==> config.mk <==
export PLATFORM = sky130hd
export DESIGN_NAME = commit_stage
export DESIGN_NICKNAME = d
export VERILOG_FILES = /design/src/commit_pkg.sv /design/src/commit_if.sv /design/src/commit_stage.sv /design/src/elastic_buffer.sv /design/src/gather_unit.sv
export SDC_FILE = /design/constraint.sdc
export NUM_CORES = 2
export LEC_CHECK = 0
export BUFFER_PORTS_ARGS = -buffer_cell sky130_fd_sc_hd__buf_2
export CORE_AREA = 2 2 646 648
export CTS_CLUSTER_SIZE = 16
export DETAILED_ROUTE_END_ITERATION = 7
export DIE_AREA = 0 0 648 650
export PLACE_DENSITY = 0.39
export SYNTH_ARGS = -nofsm -noshare
export SYNTH_HDL_FRONTEND = slang
export SYNTH_SLANG_ARGS = --single-unit
==> constraint.sdc <==
create_clock -name clk -period 30.2 [get_ports clk]
set_input_delay 0 -clock clk [delete_from_list [all_inputs] [get_ports clk]]
set_output_delay 0 -clock clk [all_outputs]
set_load 0.03 [all_outputs]
==> src/commit_pkg.sv <==
package commit_pkg;

    // Core-wide dimensions
    localparam int issue_width = 4;
    localparam int issue_idx_w = 2;
    localparam int xlen        = 32;
    localparam int uuid_w      = 8;
    localparam int nw_w        = 4;
    localparam int nr_bits     = 5;

    // Lane and thread counts that fix the packet layouts below
    localparam int def_num_lanes  = 4;
    localparam int def_thread_cnt = 8;

    // Number of lane groups per warp decides how many pid bits are needed
    localparam int pid_bits = $clog2(def_thread_cnt / def_num_lanes);
    localparam int pid_w    = (pid_bits > 0) ? pid_bits : 1;

    // Packet as it leaves an execute block, one lane group wide
    typedef struct packed {
        logic [uuid_w-1:0]                    uuid;
        logic [nw_w-1:0]                      wid;
        logic [def_num_lanes-1:0]             tmask;
        logic [xlen-1:0]                      pc;
        logic                                 wb;
        logic [nr_bits-1:0]                   rd;
        logic [def_num_lanes-1:0][xlen-1:0]   data;
        logic [pid_w-1:0]                     pid;
        logic                                 sop;
        logic                                 eop;
    } commit_in_t;

    // Packet after widening to the full warp, no pid left
    typedef struct packed {
        logic [uuid_w-1:0]                    uuid;
        logic [nw_w-1:0]                      wid;
        logic [def_thread_cnt-1:0]            tmask;
        logic [xlen-1:0]                      pc;
        logic                                 wb;
        logic [nr_bits-1:0]                   rd;
        logic [def_thread_cnt-1:0][xlen-1:0]  data;
        logic                                 sop;
        logic                                 eop;
    } commit_out_t;

endpackage

==> src/commit_if.sv <==
`timescale 1ns/10ps

interface commit_if;
    import commit_pkg::*;

    logic       valid;
    logic       ready;
    commit_in_t pkt;

    // The execute side owns valid and the packet
    modport sender (
        output valid,
        output pkt,
        input  ready
    );

    // The gather side answers with ready
    modport receiver (
        input  valid,
        input  pkt,
        output ready
    );

endinterface

==> src/commit_stage.sv <==
`timescale 1ns/10ps

module commit_stage #(
    parameter int num_lanes  = 4,
    parameter int thread_cnt = 8,
    parameter int block_size = 2,
    parameter int out_reg    = 1
) (
    input  logic                                                       clk,
    input  logic                                                       rst_n,

    // Execute side, one entry per input port
    input  logic [block_size-1:0]                                      in_valid,
    output logic [block_size-1:0]                                      in_ready,
    input  logic [block_size-1:0][commit_pkg::uuid_w-1:0]              in_uuid,
    input  logic [block_size-1:0][commit_pkg::nw_w-1:0]                in_wid,
    input  logic [block_size-1:0][num_lanes-1:0]                       in_tmask,
    input  logic [block_size-1:0][commit_pkg::xlen-1:0]                in_pc,
    input  logic [block_size-1:0]                                      in_wb,
    input  logic [block_size-1:0][commit_pkg::nr_bits-1:0]             in_rd,
    input  logic [block_size-1:0][num_lanes-1:0][commit_pkg::xlen-1:0] in_data,
    input  logic [block_size-1:0][commit_pkg::pid_w-1:0]               in_pid,
    input  logic [block_size-1:0]                                      in_sop,
    input  logic [block_size-1:0]                                      in_eop,

    // Issue side, one entry per slot
    output logic [commit_pkg::issue_width-1:0]                         out_valid,
    input  logic [commit_pkg::issue_width-1:0]                         out_ready,
    output logic [commit_pkg::issue_width-1:0][commit_pkg::uuid_w-1:0] out_uuid,
    output logic [commit_pkg::issue_width-1:0][commit_pkg::nw_w-1:0]   out_wid,
    output logic [commit_pkg::issue_width-1:0][thread_cnt-1:0]         out_tmask,
    output logic [commit_pkg::issue_width-1:0][commit_pkg::xlen-1:0]   out_pc,
    output logic [commit_pkg::issue_width-1:0]                         out_wb,
    output logic [commit_pkg::issue_width-1:0][commit_pkg::nr_bits-1:0] out_rd,
    output logic [commit_pkg::issue_width-1:0][thread_cnt-1:0][commit_pkg::xlen-1:0] out_data,
    output logic [commit_pkg::issue_width-1:0]                         out_sop,
    output logic [commit_pkg::issue_width-1:0]                         out_eop
);
    import commit_pkg::*;

    commit_out_t out_pkt [issue_width];

    commit_if in_if [block_size] ();

    // Bundle the flat input fields into one packet per port
    for (genvar i = 0; i < block_size; i++) begin : g_pack
        assign in_if[i].valid = in_valid[i];
        assign in_if[i].pkt   = '{
            uuid:  in_uuid[i],
            wid:   in_wid[i],
            tmask: in_tmask[i],
            pc:    in_pc[i],
            wb:    in_wb[i],
            rd:    in_rd[i],
            data:  in_data[i],
            pid:   in_pid[i],
            sop:   in_sop[i],
            eop:   in_eop[i]
        };
        assign in_ready[i] = in_if[i].ready;
    end

    gather_unit #(
        .block_size (block_size),
        .num_lanes  (num_lanes),
        .thread_cnt (thread_cnt),
        .out_reg    (out_reg)
    ) u_gather (
        .clk       (clk),
        .rst_n     (rst_n),
        .commit_in (in_if),
        .out_valid (out_valid),
        .out_ready (out_ready),
        .out_pkt   (out_pkt)
    );

    // Split each widened packet back onto the flat slot outputs
    for (genvar s = 0; s < issue_width; s++) begin : g_unpack
        assign out_uuid[s]  = out_pkt[s].uuid;
        assign out_wid[s]   = out_pkt[s].wid;
        assign out_tmask[s] = out_pkt[s].tmask;
        assign out_pc[s]    = out_pkt[s].pc;
        assign out_wb[s]    = out_pkt[s].wb;
        assign out_rd[s]    = out_pkt[s].rd;
        assign out_data[s]  = out_pkt[s].data;
        assign out_sop[s]   = out_pkt[s].sop;
        assign out_eop[s]   = out_pkt[s].eop;
    end

endmodule

==> src/elastic_buffer.sv <==
`timescale 1ns/10ps

module elastic_buffer #(
    parameter int out_reg = 1
) (
    input  logic                   clk,
    input  logic                   rst_n,
    input  logic                   valid_in,
    output logic                   ready_in,
    input  commit_pkg::commit_in_t data_in,
    output logic                   valid_out,
    input  logic                   ready_out,
    output commit_pkg::commit_in_t data_out
);
    import commit_pkg::*;

    if (out_reg == 0) begin : g_bypass
        // No storage, the slot sees the sender directly
        assign valid_out = valid_in;
        assign data_out  = data_in;
        assign ready_in  = ready_out;
    end else begin : g_skid
        logic       main_valid;
        logic       spare_valid;
        commit_in_t main_data;
        commit_in_t spare_data;
        logic       main_load;
        logic       push;
        logic       spare_load;

        // Main register may take a new packet when empty or draining this cycle
        assign main_load  = !main_valid || ready_out;
        assign push       = valid_in && !spare_valid;
        // A packet that arrives while main is stuck parks in the spare register
        assign spare_load = push && !main_load;

        // Ready comes straight from a flop so the upstream path stays short
        assign ready_in  = !spare_valid;
        assign valid_out = main_valid;
        assign data_out  = main_data;

        always_ff @(posedge clk or negedge rst_n) begin
            if (!rst_n) begin
                main_valid  <= 1'b0;
                spare_valid <= 1'b0;
            end else begin
                if (main_load) begin
                    main_valid <= spare_valid || push;
                end
                if (spare_load) begin
                    spare_valid <= 1'b1;
                end else if (main_load) begin
                    spare_valid <= 1'b0;
                end
            end
        end

        // The parked packet is older, so it goes to main first
        always_ff @(posedge clk) begin
            if (main_load) begin
                main_data <= spare_valid ? spare_data : data_in;
            end
            if (spare_load) begin
                spare_data <= data_in;
            end
        end
    end

endmodule

==> src/gather_unit.sv <==
`timescale 1ns/10ps

module gather_unit #(
    parameter int block_size = 1,
    parameter int num_lanes  = 4,
    parameter int thread_cnt = 8,
    parameter int out_reg    = 0
) (
    input  logic                                 clk,
    input  logic                                 rst_n,

    commit_if.receiver                           commit_in [block_size],

    output logic [commit_pkg::issue_width-1:0]   out_valid,
    input  logic [commit_pkg::issue_width-1:0]   out_ready,
    output commit_pkg::commit_out_t              out_pkt [commit_pkg::issue_width]
);
    import commit_pkg::*;

    localparam int block_size_w = (block_size > 1) ? $clog2(block_size) : 1;
    localparam int pid_sel_w    = $clog2(thread_cnt / num_lanes);

    logic       [block_size-1:0]                  in_valid;
    commit_in_t                                   in_pkt [block_size];
    logic       [block_size-1:0][issue_idx_w-1:0] in_slot;

    logic       [issue_width-1:0]                 slot_valid;
    commit_in_t                                   slot_pkt [issue_width];
    logic       [issue_width-1:0]                 slot_ready;

    logic       [issue_width-1:0]                 buf_valid;
    commit_in_t                                   buf_pkt [issue_width];

    // Work out which issue slot owns each incoming packet
    for (genvar i = 0; i < block_size; i++) begin : g_in
        assign in_valid[i] = commit_in[i].valid;
        assign in_pkt[i]   = commit_in[i].pkt;

        if (block_size == issue_width) begin : g_direct
            assign in_slot[i] = issue_idx_w'(i);
        end else if (block_size == 1) begin : g_by_wid
            assign in_slot[i] = in_pkt[i].wid[issue_idx_w-1:0];
        end else begin : g_mixed
            // Port index fills the low bits and the warp id supplies the rest
            assign in_slot[i] = {
                in_pkt[i].wid[block_size_w +: (issue_idx_w - block_size_w)],
                block_size_w'(i)
            };
        end

        // Each sender waits on whichever buffer its packet is headed for
        assign commit_in[i].ready = slot_ready[in_slot[i]];
    end

    // Crossbar from input ports onto slot buffers
    always_comb begin
        slot_valid = '0;
        for (int s = 0; s < issue_width; s++) begin
            slot_pkt[s] = '0;
        end
        for (int i = 0; i < block_size; i++) begin
            slot_valid[in_slot[i]] = in_valid[i];
            slot_pkt[in_slot[i]]   = in_pkt[i];
        end
    end

    for (genvar s = 0; s < issue_width; s++) begin : g_slot
        logic [thread_cnt-1:0]           wide_tmask;
        logic [thread_cnt-1:0][xlen-1:0] wide_data;

        elastic_buffer #(
            .out_reg (out_reg)
        ) u_buf (
            .clk       (clk),
            .rst_n     (rst_n),
            .valid_in  (slot_valid[s]),
            .ready_in  (slot_ready[s]),
            .data_in   (slot_pkt[s]),
            .valid_out (buf_valid[s]),
            .ready_out (out_ready[s]),
            .data_out  (buf_pkt[s])
        );

        if (pid_sel_w != 0) begin : g_widen
            // Lane j of group pid lands on thread pid*num_lanes+j
            always_comb begin
                wide_tmask = '0;
                wide_data  = '0;
                for (int j = 0; j < num_lanes; j++) begin
                    wide_tmask[buf_pkt[s].pid * num_lanes + j] = buf_pkt[s].tmask[j];
                    wide_data[buf_pkt[s].pid * num_lanes + j]  = buf_pkt[s].data[j];
                end
            end
        end else begin : g_copy
            // One lane group already covers the whole warp
            assign wide_tmask = buf_pkt[s].tmask;
            assign wide_data  = buf_pkt[s].data;
        end

        assign out_valid[s] = buf_valid[s];
        assign out_pkt[s]   = '{
            uuid:  buf_pkt[s].uuid,
            wid:   buf_pkt[s].wid,
            tmask: wide_tmask,
            pc:    buf_pkt[s].pc,
            wb:    buf_pkt[s].wb,
            rd:    buf_pkt[s].rd,
            data:  wide_data,
            sop:   buf_pkt[s].sop,
            eop:   buf_pkt[s].eop
        };
    end

endmodule

* After elaboration in Yosys (flattened, before gate mapping)
Cells that the tools add are included.
** Word-level totals
- Bits in registers :: 1488
- Bits of input ports :: 378
- Word-level logic and storage cells :: 342
** Operators by class
- Muxes and demuxes :: 114
- Reduce and logical (&&, ||, !) cells :: 52
- Order comparisons :: 40
- Bitwise logic cells :: 12
- $add $sub $neg :: 12
** Operator list (number)
- $bwmux W256 :: 12
- $demux W32 S3 :: 12
- $mux W185 :: 6
- $and A256 B160 Y256 :: 4
- $and A740 B740 Y740 :: 1
- $bwmux W740 :: 1
- $demux W185 S2 :: 2
- $mux W32 :: 16
- $ge A32 B1 Y1 const B :: 12
- $lt A32 B4 Y1 const B :: 12
- $demux W32 S1 :: 4
- $bwmux W8 :: 12
- $demux W1 S3 :: 12
- $add A3 B2 Y4 const B :: 8
- $and A8 B5 Y8 :: 4
- $mux W1 :: 30
- $logic_and A1 B1 Y1 :: 28
- $add A3 B1 Y4 const B :: 4
- $lt A3 B4 Y1 const B :: 4
- $ge A3 B1 Y1 const B :: 4
- $logic_not A1 Y1 :: 12
- $logic_or A1 B1 Y1 :: 8
- $reduce_bool A2 Y1 :: 4
- $demux W1 S1 :: 6
- 7 further kinds :: 12

* Longest topological paths before layout
- Word-level depth :: 9
- Depth in mapped cells :: 5
- Gate-level depth less buffers :: 2

* By module
From an unflattened synthesis, not the netlist that was laid out.
** Second synthesis, totals
- Cell total of the unflattened synthesis :: 4335
- Area, all modules :: 67706.2 um2
** By module, submodules not included
- elastic_buffer :: cells each 584, seq. area each 11160.7 um2, area each 13850.8 um2, times used 4
- gather_unit :: cells each 1997, seq. area each 0.0 um2, area each 12288.0 um2, times used 1
- commit_stage :: cells each 2, seq. area each 0.0 um2, area each 15.0 um2, times used 1

* Worst setup path after synthesis
OpenSTA, ideal clock, no wires.
- Path kind :: reg2reg
- Start :: reg u_gather.g_slot[0].u_buf.g_skid.main_valid
- End :: reg u_gather.g_slot[0].u_buf.g_skid.spare_data[0] (netlist name) (enable)
- Slack :: 8.867 ns
- Required time :: 27.299 ns
- Setup time :: 2.901 ns
- Buffers on the path :: 0
- Stages on the path, launching flop included :: 3
- Arrival :: 18.432 ns
- Period minus slack after synthesis :: 21.333 ns
- Cell sequence :: dfrtp_1 nand2b_1 nor3_1
** On the way
- Word-level cells in the longest chain between the ends :: 4
** Ends and longest elaborated chain
- start, declared :: line elastic_buffer.sv:23 : logic main_valid;
- start signal, assigned :: line elastic_buffer.sv:48 : main_valid <= spare_valid || push;
- $logic_not A1 Y1 :: line elastic_buffer.sv:32 : assign main_load = !main_valid || ready_out;
- $logic_or A1 B1 Y1 :: line elastic_buffer.sv:32
- net u_gather.g_slot[0].u_buf.g_skid.main_load :: line elastic_buffer.sv:27 : logic main_load;
- $logic_not A1 Y1 :: line elastic_buffer.sv:35 : assign spare_load = push && !main_load;
- $logic_and A1 B1 Y1 :: line elastic_buffer.sv:35
- net u_gather.g_slot[0].u_buf.g_skid.spare_load :: line elastic_buffer.sv:29 : logic spare_load;
- end signal, assigned :: line elastic_buffer.sv:64 : spare_data <= data_in;
- end, declared :: line elastic_buffer.sv:26 : commit_in_t spare_data;
The timed path passes the listed nets, and every way through them passes these cells.
A chain may end at the register's enable or synchronous reset.

* Worst setup path in the final report
- Start :: reg u_gather.g_slot[2].u_buf.g_skid.spare_valid
- End :: reg u_gather.g_slot[2].u_buf.g_skid.spare_data[56] (netlist name) (enable)
** On the way
- Word-level cells in the longest chain between the ends :: 3
** Ends and longest elaborated chain
- start, declared :: line elastic_buffer.sv:24 : logic spare_valid;
- start signal, assigned :: line elastic_buffer.sv:45 : spare_valid <= 1'b0;
- start signal, assigned :: line elastic_buffer.sv:51 : spare_valid <= 1'b1;
- start signal, assigned :: line elastic_buffer.sv:53 : spare_valid <= 1'b0;
- $logic_not A1 Y1 :: line elastic_buffer.sv:33 : assign push = valid_in && !spare_valid;
- $logic_and A1 B1 Y1 :: line elastic_buffer.sv:33
- $logic_and A1 B1 Y1 :: line elastic_buffer.sv:35
- net u_gather.g_slot[2].u_buf.g_skid.spare_load :: line elastic_buffer.sv:29
- end signal, assigned :: line elastic_buffer.sv:64
- end, declared :: line elastic_buffer.sv:26
The timed path passes the listed nets, and every way through them passes these cells.

==> results.yml <==
synthesis:
  ys_async_sr_fraction: 0.005391
  synthTopCellsByArea: "edfxtp_1, mux2_2, and2_1, nor2b_1, buf_4"
  ys_types: 19
  syn_inst: 4535
  ys_seq_area_frac: 0.6647
  yosys.cell_count.top_type: "edfxtp_1"
  syn_area_per_cell_sq_um: 14.77
  synth_edf_count: 1476
  synth_commonest_cells: "edfxtp_1, and2_1, nor2b_1"
  ys.flop_type: "edfxtp_1"
  synth_area_sq_mm: 0.06698
  yosys.area.top_type_share: 0.6617
  yosys_warnings: 0
  synth_seq_cells: 1484
  yosysTopAreaCell: "edfxtp_1"
clocking:
  cts_tree: "yes"
  htree_levels: 4
  path_clk_slew_ps: 60
  cts_made_buffers: 182
  clk_latency_ps: 910
  clock_sinks: 1484
  post_cts_buffers: 0
  cts_max_path_buffers: 4
  clockRootBuffer: "clkbuf_16"
pwr:
  comb_power_share: 0.179
  switching_share: 0.3067
  clockPowerShare: 0.373
  switching_power_uw: 1763
  seqPwrFrac: 0.448
  leakage_uw: 0.03620
  p_int_uw: 3984
  ir_drop_mv: 0.04572
  power_density_mw_per_mm2: 63.07
critical_path:
  critPathMaxFanout: 61
  critical_path_required_ps: 30590
  cp-start-kind: "flip-flop"
  worst-setup-path-type: "reg2reg"
  arrival_ps: 5210
  cp-end-kind: "flip-flop"
floorplan:
  io_pins: 1648
  core_sq_mm: 0.4149
  dieHeight_um: 650
  initial_core_util: 0.1615
  die-area_sq_mm: 0.4212
  die-width_um: 648
  placementRows: 237
worst_hold_path:
  min_path_type: "in2reg"
sta:
  final-setup-viol-count: 0
  skew_ps: 134.1
  fmax_ghz: 0.2075
  fin_crit_sh: 0.1596
  rsz0062_at_grt: "false"
  timing.hold.ws_ps: 80.76
  final.setup.tns_ps: 0
  relSlewSlack: 0.1685
  period_needed_ps: 4820
  worstMarginPinSlew_ps: 1247
  finalMaxSlewViolations: 0
  hold_viol_final: 0
placed_design:
  gp_congestion: 0.8250
  place_hpwl_um: 210000
  placement.io_buffers: 1645
routing:
  wl_um: 279100
  vias: 43620
  detail-route-antenna-nets: 0
  avgViaCountPerCell: 3.588
  drc: 0
  first_pass_iters: 7
  dr.first_iter.drc_count: 2756
  wl_per_cell_um: 22.96
global_route:
  grtUsageTotal: 0.1261
  grt_pass1_wl_um: 375300
  grt_overflow: 0
  grt_max_degree: 233
  grt_antenna_before_repair: 100
  first_global_vias: 44973
outcome:
  status: "finished clean"
cells_and_area:
  layout-drive-gt1-share: 0.4014
  final_nets: 6849
  area_growth_pct: 36.04
flow_run:
  maxCapViolCount: 0
==> per-stage QoR <==
stage / setup WS [ps] / total power, uW / cell area, sq um / util / std cells
4_1_cts: 25280 / 5849 / 91000 / 0.2194 / 12111
3_5_place_dp: 25310 / 3596 / 79860 / 0.1925 / 11240
2_1_floorplan: 8867 / 3210 / 66980 / - / 4536
3_3_place_gp: 25330 / 3598 / 79860 / 0.1925 / 11240
6_report: 25380 / 5747 / 91120 / 0.2196 / 12158
5_1_grt: 25120 / 5964 / 91050 / 0.2195 / 12130
==> critical path, stage by stage, from the launching register on <==
cell and delay (ps):
dfrtp_4 720, nand3b_1 330, nor2_4 810, buf_4 830, buf_4 720, buf_4 740
==> power groups by stage <==
stage / Clock, uW / Sequential (uW) / Combinational [uW]
floorplan: 0 / 2530 / 678
global placement: 0 / 2620 / 977
detailed placement: 0 / 2620 / 977
CTS: 2220 / 2580 / 1050
global route: 2290 / 2580 / 1090
finish: 2140 / 2570 / 1030
==> state kept, by name, summed over array words and instances (netlist names) <==
signal,flops
u_gather.g_slot.u_buf.valid_out,4
u_gather.g_slot.u_buf.g_skid.spare_data,738
u_gather.g_slot.u_buf.data_out,738
u_gather.g_slot.u_buf.g_skid.spare_valid,4
==> final timing paths <==
check / from / end / slack, ps / depth (start not counted)
setup / recovery: u_gather.g_slot[2].u_buf.g_skid.spare_valid$_DFFE_PN0P_ / u_gather.g_slot[2].u_buf.g_skid.spare_data[56]$_DFFE_PP_ / 25380 / 5
hold / removal: out_ready[1] / u_gather.g_slot[1].u_buf.g_skid.spare_valid$_DFFE_PN0P_ / 80 / 3
setup reg to reg: u_gather.g_slot[2].u_buf.g_skid.spare_valid$_DFFE_PN0P_ / u_gather.g_slot[2].u_buf.g_skid.spare_data[56]$_DFFE_PP_ / 25380 / 5
hold reg to reg: u_gather.g_slot[3].u_buf.g_skid.spare_data[6]$_DFFE_PP_ / u_gather.g_slot[3].u_buf.data_out[6]$_DFFE_PP_ / 460 / 1
max in group asynchronous: rst_n / u_gather.g_slot[3].u_buf.g_skid.spare_valid$_DFFE_PN0P_ / 29200 / 3
min in group asynchronous: rst_n / u_gather.g_slot[2].u_buf.g_skid.spare_valid$_DFFE_PN0P_ / 390 / 3
==> cell families after synthesis <==
group                  synth area share
AOI/OAI and AO/OA             0.0002989
buffers and inverters           0.04177
DFF                              0.6647
muxes                            0.1244
other                        0.00005599
and+or+nand+nor                  0.1688
==> cell usage in the layout (no fill, tap or decap), drive strengths merged <==
master       Yosys  layout
nand2b           6       6
buf            320    1701
clkinv           2      79
dfrtp            8       8
mux2i            2       2
a21oi            4       4
mux2           738     738
and2           896     896
nor2             4       4
bufinv           0      12
nand2            2       2
nor2b          896     896
inv              0      12
clkbuf         174     221
nor3             2       2
conb             1       2
dlygate4sd3      0     544
diode            0      47
nand3b           2       2
nand3            2       2
edfxtp        1476    1476
clkinvlp         0       5
==> layout make-up <==
class	instances	area, sq um
fill	44435	323700
clock inverter	106	991.0
sequential	1484	44530
tap	5497	6878
timing repair buffer	2245	14160
clock buffer	221	4701
multi-input combinational	2556	19720
antenna	47	117.6
inverter	2	22.52
==> metal layers <==
layer | vias up | global-route usage | share of wire | routed length, um
li1 | 19613 | - | - | -
met2 | 1334 | 0.2257 | 0.51 | 142000
met3 | 349 | 0.02739 | 0.056 | 15510
met4 | 46 | 0.03471 | 0.027 | 7599
met1 | 22278 | 0.1507 | 0.41 | 113600
met5 | - | 0 | 0.0011 | 306
==> timing repair <==
item,CTS,global route
hold endpoints to repair,1639,0
hold buffers,544,0
resized for setup,0,0
(Power assumes the default switching activity.)
